$ cat config.mk
export PLATFORM = sky130hd
export DESIGN_NAME = shape_rasterizer
export DESIGN_NICKNAME = d
export VERILOG_FILES = /design/src/logic/raster_pkg.sv /design/src/logic/shape_pkg.sv /design/src/logic/shape_rasterizer.sv /design/src/logic/layer_buffer.sv /design/src/logic/bresenham_line.sv /design/src/logic/bresenham_controller.sv
export VERILOG_INCLUDE_DIRS = /design/src /design/src/include
export SDC_FILE = /design/constraint.sdc
export NUM_CORES = 2
export LEC_CHECK = 0
export BUFFER_PORTS_ARGS = -buffer_cell sky130_fd_sc_hd__buf_2
export CAP_MARGIN = 20
export CORE_UTILIZATION = 26
export CTS_CLUSTER_SIZE = 12
export DETAILED_ROUTE_END_ITERATION = 10
export PLACE_DENSITY_LB_ADDON = 0.15
export REMOVE_ABC_BUFFERS = 1
export SKIP_LAST_GASP = 1
export SLEW_MARGIN = 30
export SYNTH_ARGS = -nofsm -noshare
export SYNTH_HDL_FRONTEND = slang
export SYNTH_SLANG_ARGS = --single-unit
$ cat constraint.sdc
create_clock -name clk -period 8.9 [get_ports clk]
set_clock_uncertainty 0.1 [all_clocks]
set_input_delay 1.78 -clock clk [delete_from_list [all_inputs] [get_ports clk]]
set_output_delay 1.78 -clock clk [all_outputs]
set_load 0.02 [all_outputs]
$ cat src/include/raster_defines.svh
`ifndef RASTER_DEFINES_SVH
`define RASTER_DEFINES_SVH

// Width of one vertex coordinate
`define COORD_W 8

// Side of the square layer buffer in pixels, power of two (16, 32 or 64)
`define BUF_DIM 32

// Address bits per buffer axis, log2 of BUF_DIM
`define BUF_AW 5

`endif
$ cat src/logic/raster_pkg.sv
`default_nettype none

`include "raster_defines.svh"

package raster_pkg;

	typedef logic [`BUF_AW-1:0] buf_addr_t;  // Row or column index into the layer

	// Pixel write strobe from the line engine
	typedef struct packed {
		logic      valid;
		buf_addr_t x;
		buf_addr_t y;
	} pixel_wr_t;

	// Shape sequencer states
	typedef enum logic [3:0] {
		IDLE, MIN_CALC, CLEAR, DRAW2, WAIT2, DRAW3_1, WAIT3_1,
		DRAW3_2, WAIT3_2, DRAW3_3, DONE, DONE_WAIT
	} ctrl_state_t;

	// Line engine states, prefixed to stay apart from the sequencer literals
	typedef enum logic [1:0] {
		LN_IDLE, LN_PLOT, LN_FINISH
	} line_state_t;

endpackage

`default_nettype wire

$ cat src/logic/shape_pkg.sv
`default_nettype none

`include "raster_defines.svh"

package shape_pkg;

	typedef logic [`COORD_W-1:0] coord_t;  // One coordinate, unsigned

	// x sits in the low byte, same as the host coordinate bus
	typedef struct packed {
		coord_t y;
		coord_t x;
	} point_t;

	typedef struct packed {
		point_t p0;  // Start point
		point_t p1;  // End point
	} line_t;

	// v0 in the low bits, 48 bits in total
	typedef struct packed {
		point_t v2;
		point_t v1;
		point_t v0;
	} vertex_set_t;

endpackage

`default_nettype wire

$ cat src/logic/shape_rasterizer.sv
`timescale 1ns/1ps
`default_nettype none

module shape_rasterizer (
	input  logic                   clk,
	input  logic                   n_rst,
	input  logic                   bla_en,     // Start pulse, ignored while busy
	input  logic                   tri_shape,  // Three vertices when high
	input  shape_pkg::vertex_set_t vertices,
	input  raster_pkg::buf_addr_t  rd_x,       // Pixel read address
	input  raster_pkg::buf_addr_t  rd_y,
	output logic                   rd_pixel,
	output logic                   bla_done    // One cycle when the outline is complete
);
	import shape_pkg::*;
	import raster_pkg::*;

	line_t     seg;        // Current edge, already translated
	logic      draw_en;
	logic      draw_done;
	logic      clear;
	pixel_wr_t pix_wr;

	// Sequencer, owns the shape and the edge order
	bresenham_controller i_bresenham_controller (
		.clk       (clk),
		.n_rst     (n_rst),
		.bla_en    (bla_en),
		.tri_shape (tri_shape),
		.vertices  (vertices),
		.draw_done (draw_done),
		.seg       (seg),
		.draw_en   (draw_en),
		.clear     (clear),
		.bla_done  (bla_done)
	);

	bresenham_line i_bresenham_line (
		.clk       (clk),
		.n_rst     (n_rst),
		.draw_en   (draw_en),
		.seg       (seg),
		.pix_wr    (pix_wr),
		.draw_done (draw_done)
	);

	// Bit-plane store, also read by the later fill stage
	layer_buffer i_layer_buffer (
		.clk      (clk),
		.n_rst    (n_rst),
		.clear    (clear),
		.pix_wr   (pix_wr),
		.rd_x     (rd_x),
		.rd_y     (rd_y),
		.rd_pixel (rd_pixel)
	);

endmodule

`default_nettype wire

$ cat src/logic/layer_buffer.sv
`timescale 1ns/1ps
`default_nettype none

`include "raster_defines.svh"

module layer_buffer (
	input  logic                  clk,
	input  logic                  n_rst,
	input  logic                  clear,     // Zeroes the whole layer
	input  raster_pkg::pixel_wr_t pix_wr,    // Sets one bit when valid
	input  raster_pkg::buf_addr_t rd_x,
	input  raster_pkg::buf_addr_t rd_y,
	output logic                  rd_pixel   // Addressed bit, combinational
);

	logic [`BUF_DIM-1:0][`BUF_DIM-1:0] layer;  // Indexed [row][column]
	logic [`BUF_DIM-1:0] row_hit;              // One-hot row select of the write

	// Row decode of the write strobe
	always_comb begin
		row_hit = '0;
		if (pix_wr.valid)
			row_hit[pix_wr.y] = 1'b1;
	end

	// One register row per line of the image
	for (genvar r = 0; r < `BUF_DIM; r++) begin : g_row
		always_ff @(posedge clk, negedge n_rst) begin
			if (!n_rst)
				layer[r] <= '0;
			else if (clear)                          // Clear wins over a write
				layer[r] <= '0;
			else if (row_hit[r])
				layer[r][pix_wr.x] <= 1'b1;          // Set only, edges merge
		end
	end

	assign rd_pixel = layer[rd_y][rd_x];

endmodule

`default_nettype wire

$ cat src/logic/bresenham_line.sv
`timescale 1ns/1ps
`default_nettype none

`include "raster_defines.svh"

module bresenham_line (
	input  logic                  clk,
	input  logic                  n_rst,
	input  logic                  draw_en,    // Start level from the sequencer
	input  shape_pkg::line_t      seg,        // Latched when idle and draw_en is high
	output raster_pkg::pixel_wr_t pix_wr,     // One pixel per PLOT cycle
	output logic                  draw_done   // One cycle in FINISH
);
	import shape_pkg::*;
	import raster_pkg::*;

	localparam int ERR_W = `COORD_W + 3;  // Holds twice the error with sign

	line_state_t state, next_state;

	coord_t cur_x, cur_y;      // Point being emitted
	coord_t end_x, end_y;
	coord_t dx, dy;            // Absolute deltas
	logic step_xn, step_yn;    // Step towards smaller x / y
	logic signed [ERR_W-1:0] err;

	logic signed [ERR_W-1:0] e2, dx_e, dy_e, err_nx;
	coord_t nx_x, nx_y;
	logic at_end;

	assign dx_e   = $signed({{(ERR_W-`COORD_W){1'b0}}, dx});
	assign dy_e   = $signed({{(ERR_W-`COORD_W){1'b0}}, dy});
	assign e2     = err <<< 1;
	assign at_end = (cur_x == end_x) && (cur_y == end_y);

	// One Bresenham step from the current point
	always_comb begin
		err_nx = err;
		nx_x   = cur_x;
		nx_y   = cur_y;
		if (e2 >= -dy_e) begin
			err_nx = err_nx - dy_e;
			nx_x   = step_xn ? cur_x - 1'b1 : cur_x + 1'b1;
		end
		if (e2 <= dx_e) begin
			err_nx = err_nx + dx_e;
			nx_y   = step_yn ? cur_y - 1'b1 : cur_y + 1'b1;
		end
	end

	always_comb begin
		next_state = state;
		case (state)
			LN_IDLE:   if (draw_en) next_state = LN_PLOT;
			LN_PLOT:   if (at_end) next_state = LN_FINISH;  // End point goes out this cycle
			LN_FINISH: next_state = LN_IDLE;
			default:   next_state = LN_IDLE;
		endcase
	end

	always_ff @(posedge clk, negedge n_rst) begin
		if (!n_rst)
			state <= LN_IDLE;
		else
			state <= next_state;
	end

	// Datapath, loaded on start and walked while plotting
	always_ff @(posedge clk) begin
		if (state == LN_IDLE && draw_en) begin
			cur_x   <= seg.p0.x;
			cur_y   <= seg.p0.y;
			end_x   <= seg.p1.x;
			end_y   <= seg.p1.y;
			step_xn <= seg.p1.x < seg.p0.x;
			step_yn <= seg.p1.y < seg.p0.y;
			dx      <= (seg.p1.x < seg.p0.x) ? seg.p0.x - seg.p1.x : seg.p1.x - seg.p0.x;
			dy      <= (seg.p1.y < seg.p0.y) ? seg.p0.y - seg.p1.y : seg.p1.y - seg.p0.y;
			err     <= $signed({{(ERR_W-`COORD_W){1'b0}}, (seg.p1.x < seg.p0.x) ?
				seg.p0.x - seg.p1.x : seg.p1.x - seg.p0.x}) -
				$signed({{(ERR_W-`COORD_W){1'b0}}, (seg.p1.y < seg.p0.y) ?
				seg.p0.y - seg.p1.y : seg.p1.y - seg.p0.y});  // dx - dy
		end else if (state == LN_PLOT && !at_end) begin
			cur_x <= nx_x;
			cur_y <= nx_y;
			err   <= err_nx;
		end
	end

	// Points past the buffer edge are walked but never written
	assign pix_wr.valid = (state == LN_PLOT) && (cur_x < `BUF_DIM) && (cur_y < `BUF_DIM);
	assign pix_wr.x     = cur_x[`BUF_AW-1:0];
	assign pix_wr.y     = cur_y[`BUF_AW-1:0];
	assign draw_done    = (state == LN_FINISH);

endmodule

`default_nettype wire

$ cat src/logic/bresenham_controller.sv
`timescale 1ns/1ps
`default_nettype none

module bresenham_controller (
	input  logic                   clk,
	input  logic                   n_rst,
	input  logic                   bla_en,     // One cycle start pulse
	input  logic                   tri_shape,  // High for a triangle, low for a line
	input  shape_pkg::vertex_set_t vertices,   // Held stable until bla_done
	input  logic                   draw_done,  // Engine finished the current edge
	output shape_pkg::line_t       seg,        // Translated edge for the engine
	output logic                   draw_en,    // Level, high through each DRAW state
	output logic                   clear,      // Wipes the layer buffer
	output logic                   bla_done    // Shape complete, enables the fill stage
);
	import shape_pkg::*;
	import raster_pkg::*;

	ctrl_state_t state, next_state;

	coord_t min_x, min_y;    // Top-left corner of the bounding box
	coord_t cand_x, cand_y;  // Minima over the active vertices
	point_t pa, pb;          // Untranslated endpoints of the selected edge

	// Minimum search, v2 only counts for triangles
	always_comb begin
		cand_x = (vertices.v1.x < vertices.v0.x) ? vertices.v1.x : vertices.v0.x;
		cand_y = (vertices.v1.y < vertices.v0.y) ? vertices.v1.y : vertices.v0.y;
		if (tri_shape && (vertices.v2.x < cand_x))
			cand_x = vertices.v2.x;
		if (tri_shape && (vertices.v2.y < cand_y))
			cand_y = vertices.v2.y;
	end

	always_ff @(posedge clk, negedge n_rst) begin
		if (!n_rst)
			state <= IDLE;
		else
			state <= next_state;
	end

	// Minima only change in MIN_CALC
	always_ff @(posedge clk) begin
		if (state == MIN_CALC) begin
			min_x <= cand_x;
			min_y <= cand_y;
		end
	end

	always_comb begin
		next_state = state;
		draw_en    = 1'b0;
		clear      = 1'b0;
		bla_done   = 1'b0;
		pa         = vertices.v0;  // First edge is always v0 to v1
		pb         = vertices.v1;
		case (state)
			IDLE: begin
				if (bla_en)
					next_state = MIN_CALC;
			end
			MIN_CALC: next_state = CLEAR;
			CLEAR: begin
				clear      = 1'b1;
				next_state = tri_shape ? DRAW3_1 : DRAW2;
			end
			DRAW2: begin
				draw_en = 1'b1;
				if (draw_done)
					next_state = WAIT2;
			end
			WAIT2: next_state = DONE;  // Lets the engine settle back to idle
			DRAW3_1: begin
				draw_en = 1'b1;
				if (draw_done)
					next_state = WAIT3_1;
			end
			WAIT3_1: next_state = DRAW3_2;
			DRAW3_2: begin
				draw_en = 1'b1;
				pb      = vertices.v2;  // Edge v0 to v2
				if (draw_done)
					next_state = WAIT3_2;
			end
			WAIT3_2: next_state = DRAW3_3;
			DRAW3_3: begin
				draw_en = 1'b1;
				pa      = vertices.v1;  // Edge v1 to v2
				pb      = vertices.v2;
				if (draw_done)
					next_state = DONE;  // DONE already holds draw_en low
			end
			DONE: begin
				bla_done   = 1'b1;
				next_state = DONE_WAIT;
			end
			DONE_WAIT: next_state = IDLE;
			default: next_state = IDLE;
		endcase

		// Shift the edge to the top-left corner, zero outside DRAW
		seg = '0;
		if (draw_en) begin
			seg.p0.x = pa.x - min_x;
			seg.p0.y = pa.y - min_y;
			seg.p1.x = pb.x - min_x;
			seg.p1.y = pb.y - min_y;
		end
	end

endmodule

`default_nettype wire

==> impl.org <==
** Clock tree
- Clock-pin slew was measured on the worst setup and hold paths at roughly 60 ps.
- Max H-tree Level :: 4
- In this run the post-CTS setup repair buffer count came out at 0.
- CTS root buffer :: sky130_fd_sc_hd__clkbuf_16
- Number of buffers inserted by hold repair at cts :: 0
- CTS max path bufs :: 3
- CTS-repair resized insts :: 0
- TritonCTS built the clock tree.
- Number of clock buffers inserted by TritonCTS :: about 140
- For this design, the sink count on the clock tree is ~1100.
- The clock reaches the later pin of the worst-skew pair after 800 ps.

** Cells and area
- Final core utilization :: 0.302
- After routing the design area is approximately 62000 sq um.
- Proportion of layout cells with a drive suffix above 1 :: 0.156
- Relative to the synthesized area, the layout overhead comes to 15.1%.
- Registers take 28100 sq um.
- Layout Nets :: 5236
- Leaving out filler cells and counting taps, the final layout contains 7815.
- The layout has roughly 21000 filler cells.
- Area taken by multi-input logic gates :: 23800 sq um
- Total inserted antenna cells :: 0

** Route
- Total routed wirelength :: 183000 um
- Remaining routing DRC violations :: 0
- Mean number of vias per cell :: 5.00
- In the final routed layout, each cell accounts on average for 23.4 um.
- Detailed routing inserted a total of 39039 vias.
- The first TritonRoute pass finished after 5 iterations.
- Count of antenna-violating nets left after detailed routing :: 0
- Number of violations reported at the end of detailed-routing iteration 0 :: roughly 3400

** Global route
- GRT met1 Usage :: 0.259
- GR peak layer :: met2
- In the global route stage, met3 resource usage came out at 0.0251.
- For this run the aggregate overflow at the end of global routing stands at 0.
- The first global-routing pass estimated 274000 um of wire.
- In the global route stage, overall resource usage came out at 0.175.
- Entering global routing, the biggest net connects 210 pins.
- Antenna violations before repair :: 1
- Vias in the first global route :: 39189
- Met2 GRT Util :: 0.268

** Worst setup path
- Critical path endpoint category :: flip-flop
- CP arrival :: 7560 ps
- Along the worst path, the maximum fanout reaches 14.
- The critical path in this run is classified as reg -> reg.
- Setup crit start kind :: flip-flop
- Required @ worst endpoint :: 9310 ps
- Reg2reg path depth :: 26

** Place
- Half-perimeter wire length after detailed placement :: 103000 um
- Cell area after placement :: between 50000 and 60000 sq um
- OpenSTA, run right after detailed placement, puts the worst setup slack at 977 ps.
- PortBufs :: 63
- Dpl cells :: ~7600
- Final GP Congestion :: 0.769

** Synthesis
- The synthesized design spends more area on one cell type than any other, namely sky130_fd_sc_hd__dfrtp_1.
- After synthesis, the mean cell area works out to roughly 10 sq um.
- Number of distinct library cell variants in the gate-level netlist after synthesis :: 74
- Commonest register cell after synthesis :: sky130_fd_sc_hd__dfrtp_1
- Most frequent cell after synthesis :: sky130_fd_sc_hd__nor2_1
- In this run, synthesis inferred 76 flip-flops with an integrated enable.
- Synth async-reset ratio :: 0.931
- Of the synthesized area, sequential elements account for 0.522.
- Counting instances in the post-synthesis netlist gives the leading cell types as sky130_fd_sc_hd__nor2_1 (1170), sky130_fd_sc_hd__a21oi_1 (1124), sky130_fd_sc_hd__dfrtp_1 (1030).
- Netlist area before placement :: 53700 sq um
- YS warnings :: 0
- Of the post-synthesis cell area, the dominant cell type holds 0.480.
- Yosys attributes the largest share of cell area to sky130_fd_sc_hd__dfrtp_1 (48%), sky130_fd_sc_hd__mux4_2 (12%), sky130_fd_sc_hd__a21oi_1 (10%).
- Cell count after synthesis :: 5120
- Yosys reg bits :: 1106

** Floorplanning
- Area of the core :: ~200000 sq um
- DIE WIDTH :: 457 um
- Count of boundary I/O pins :: 64
- Placement Rows :: 166
- Floorplan die area :: around 210000 sq um
- The initial utilization of the core area, before any placement, comes to 0.262.
- The die is roughly 460 um tall.

** Worst hold path
- The worst hold path passes through 2 cells.
- Type of the most critical hold path :: reg -> reg

** Outcome
- The run finished with clean final reports.

** Timing
- Achievable frequency :: 140 MHz
- Final critical-path share of the clock period :: 0.804
- Unrepaired setup endpoints after global routing :: false
- Slew at the pin with the worst max-slew slack :: 1040 ps
- The worst path needs slightly above 7000 ps of the cycle, external delays included.
- Setup violations remaining at the end of the flow were counted as 0.
- Measured against its own limit, the worst slew margin works out to 0.307.
- Hold Fails Final Rpt :: 0
- After layout, the worst setup slack is 1750 ps.
- Setup total negative slack on the finished layout was measured at 0 ps.
- Pins Over Slew Limit :: 0
- Hold timing on the final database bottoms out at a slack of 383 ps.

** Power and ir drop
- In this run the power density over the cells is ~260 nW/um^2.
- Static leakage power :: 29.2 nW
- Peak supply drop :: 0.000341 V
- The internal portion of the total power is roughly 11 mW.
- Power comes to 15.9 mW.
- Of the total power, registers draw 0.351.
- Combinational cell fraction of total power :: 0.294
- Net switching share of the total power :: 0.338
- Clock network power share :: 0.355
- In this run the power spent charging and discharging nets is 5.39 mW.

** Job
- Max Cap Violations :: 0
[layout make-up]
| cell class | instances | area share |
|---|---|---|
| Multi-Input combinational cell | 3454 | 0.385 |
| Tap cell | 2688 | 0.0544 |
| Timing Repair Buffer | 188 | 0.0254 |
| Clock buffer | 200 | 0.0643 |
| Clock inverter | 43 | 0.00900 |
| Sequential cell | 1106 | 0.454 |
| Inverter | 136 | 0.00829 |
[final timing paths]
check	from	endpoint	slack, ps
worst max-delay path	i_bresenham_controller.state[1]$_DFFE_PN0P_	i_bresenham_line.err[7]$_DFFE_PP_	1750
worst min-delay path	i_layer_buffer.layer[338]$_DFFE_PN0P_	i_layer_buffer.layer[338]$_DFFE_PN0P_	380
worst max register to register	i_bresenham_controller.state[1]$_DFFE_PN0P_	i_bresenham_line.err[7]$_DFFE_PP_	1750
worst min register to register	i_layer_buffer.layer[338]$_DFFE_PN0P_	i_layer_buffer.layer[338]$_DFFE_PN0P_	380
max in group asynchronous	n_rst	i_layer_buffer.layer[706]$_DFFE_PN0P_	5890
min in group asynchronous	n_rst	i_layer_buffer.layer[91]$_DFFE_PN0P_	900
[power groups by stage]
stage	Sequential (mW)	Combinational, mW	Clock, mW
global placement	5.69	4.70	0
floorplan	5.60	3.25	0
finish	5.60	4.69	5.66
detailed placement	5.69	4.71	0
CTS	5.60	4.74	5.83
global route	5.62	5.27	6.02
[kinds of logic (layout without fill, tap and decap cells)]
group,Yosys count,count (layout),share of synthesized area
AND/OR/NAND/NOR,1477,1477,0.113
adder cells (fa/ha/maj),153,153,0.0374
XOR/XNOR,91,91,0.0148
buffers and inverters,560,567,0.0409
AO/OA/AOI/OAI,1352,1352,0.134
multiplexers,381,381,0.138
flip-flops,1106,1106,0.522
[cells in the final DEF, fill, tap and decap left out, types with 11 or more instances in the layout]
| cell | n |
|---|---|
| sky130_fd_sc_hd__nand2_1 | 97 |
| sky130_fd_sc_hd__o211ai_1 | 12 |
| sky130_fd_sc_hd__ha_1 | 139 |
| sky130_fd_sc_hd__buf_2 | 57 |
| sky130_fd_sc_hd__buf_12 | 17 |
| sky130_fd_sc_hd__o21ai_0 | 79 |
| sky130_fd_sc_hd__nor2_2 | 32 |
| sky130_fd_sc_hd__nand2b_1 | 36 |
| sky130_fd_sc_hd__dfrtp_1 | 1030 |
| sky130_fd_sc_hd__o22ai_1 | 12 |
| sky130_fd_sc_hd__clkbuf_8 | 31 |
| sky130_fd_sc_hd__mux2i_1 | 78 |
| sky130_fd_sc_hd__clkbuf_1 | 32 |
| sky130_fd_sc_hd__mux2_2 | 16 |
| sky130_fd_sc_hd__xnor2_1 | 47 |
| sky130_fd_sc_hd__a211oi_1 | 13 |
| sky130_fd_sc_hd__nor4_1 | 11 |
| sky130_fd_sc_hd__a21o_1 | 41 |
| sky130_fd_sc_hd__fa_1 | 13 |
| sky130_fd_sc_hd__a21oi_1 | 1123 |
| sky130_fd_sc_hd__mux4_2 | 287 |
| sky130_fd_sc_hd__nand4_1 | 22 |
| sky130_fd_sc_hd__edfxtp_1 | 76 |
| sky130_fd_sc_hd__buf_4 | 106 |
| sky130_fd_sc_hd__nor2b_1 | 39 |
| sky130_fd_sc_hd__inv_1 | 134 |
| sky130_fd_sc_hd__nor2_4 | 34 |
| sky130_fd_sc_hd__nand3_1 | 23 |
| sky130_fd_sc_hd__xor2_1 | 44 |
| sky130_fd_sc_hd__clkinv_2 | 19 |
| sky130_fd_sc_hd__nor3_1 | 21 |
| sky130_fd_sc_hd__nor2_1 | 1104 |
| sky130_fd_sc_hd__clkbuf_16 | 137 |
[layer usage]
metal  vias to the layer above  part of all wire  wire (um)
met3                       178             0.044       8070
met5                         -                 0          0
li1                      17692                 -          -
met2                       876              0.45      83000
met4                         0             0.016       2880
met1                     20293              0.49      88900
[worst max-delay path, stage by stage (launching register included)]
cell and delay (ps):
sky130_fd_sc_hd__dfrtp_1 520, sky130_fd_sc_hd__nor2_1 240, sky130_fd_sc_hd__and3_1 510, sky130_fd_sc_hd__o21ai_0 230
sky130_fd_sc_hd__ha_1 310, sky130_fd_sc_hd__nor2b_1 120, sky130_fd_sc_hd__o21ai_0 140, sky130_fd_sc_hd__nand2b_1 110
sky130_fd_sc_hd__a21o_1 190, sky130_fd_sc_hd__a21o_1 190, sky130_fd_sc_hd__a21o_1 180, sky130_fd_sc_hd__a21oi_1 170
sky130_fd_sc_hd__xor2_1 200, sky130_fd_sc_hd__nand2_1 90, sky130_fd_sc_hd__ha_1 370, sky130_fd_sc_hd__a21oi_1 160
sky130_fd_sc_hd__o21ai_0 150, sky130_fd_sc_hd__nor2b_1 670, sky130_fd_sc_hd__mux2i_1 430, sky130_fd_sc_hd__ha_1 300
sky130_fd_sc_hd__a21o_1 150, sky130_fd_sc_hd__a21o_1 190, sky130_fd_sc_hd__or2_1 240, sky130_fd_sc_hd__a2111o_1 430
sky130_fd_sc_hd__a31oi_2 210, sky130_fd_sc_hd__xor2_1 180, sky130_fd_sc_hd__mux2i_1 90
[registers in the layout, summed over array words and instances, names as in the netlist]
signal,flops
i_bresenham_line.cur_y,8
i_bresenham_controller.state,4
i_bresenham_line.state,2
i_layer_buffer.layer,1024
i_bresenham_controller.min_y,8
i_bresenham_line.cur_x,8
i_bresenham_line.step_yn,1
i_bresenham_line.dy,8
i_bresenham_line.err,10
i_bresenham_line.end_x,8
i_bresenham_line.end_y,8
i_bresenham_line.step_xn,1
i_bresenham_line.dx,8
i_bresenham_controller.min_x,8
(Power assumes the default switching activity.)
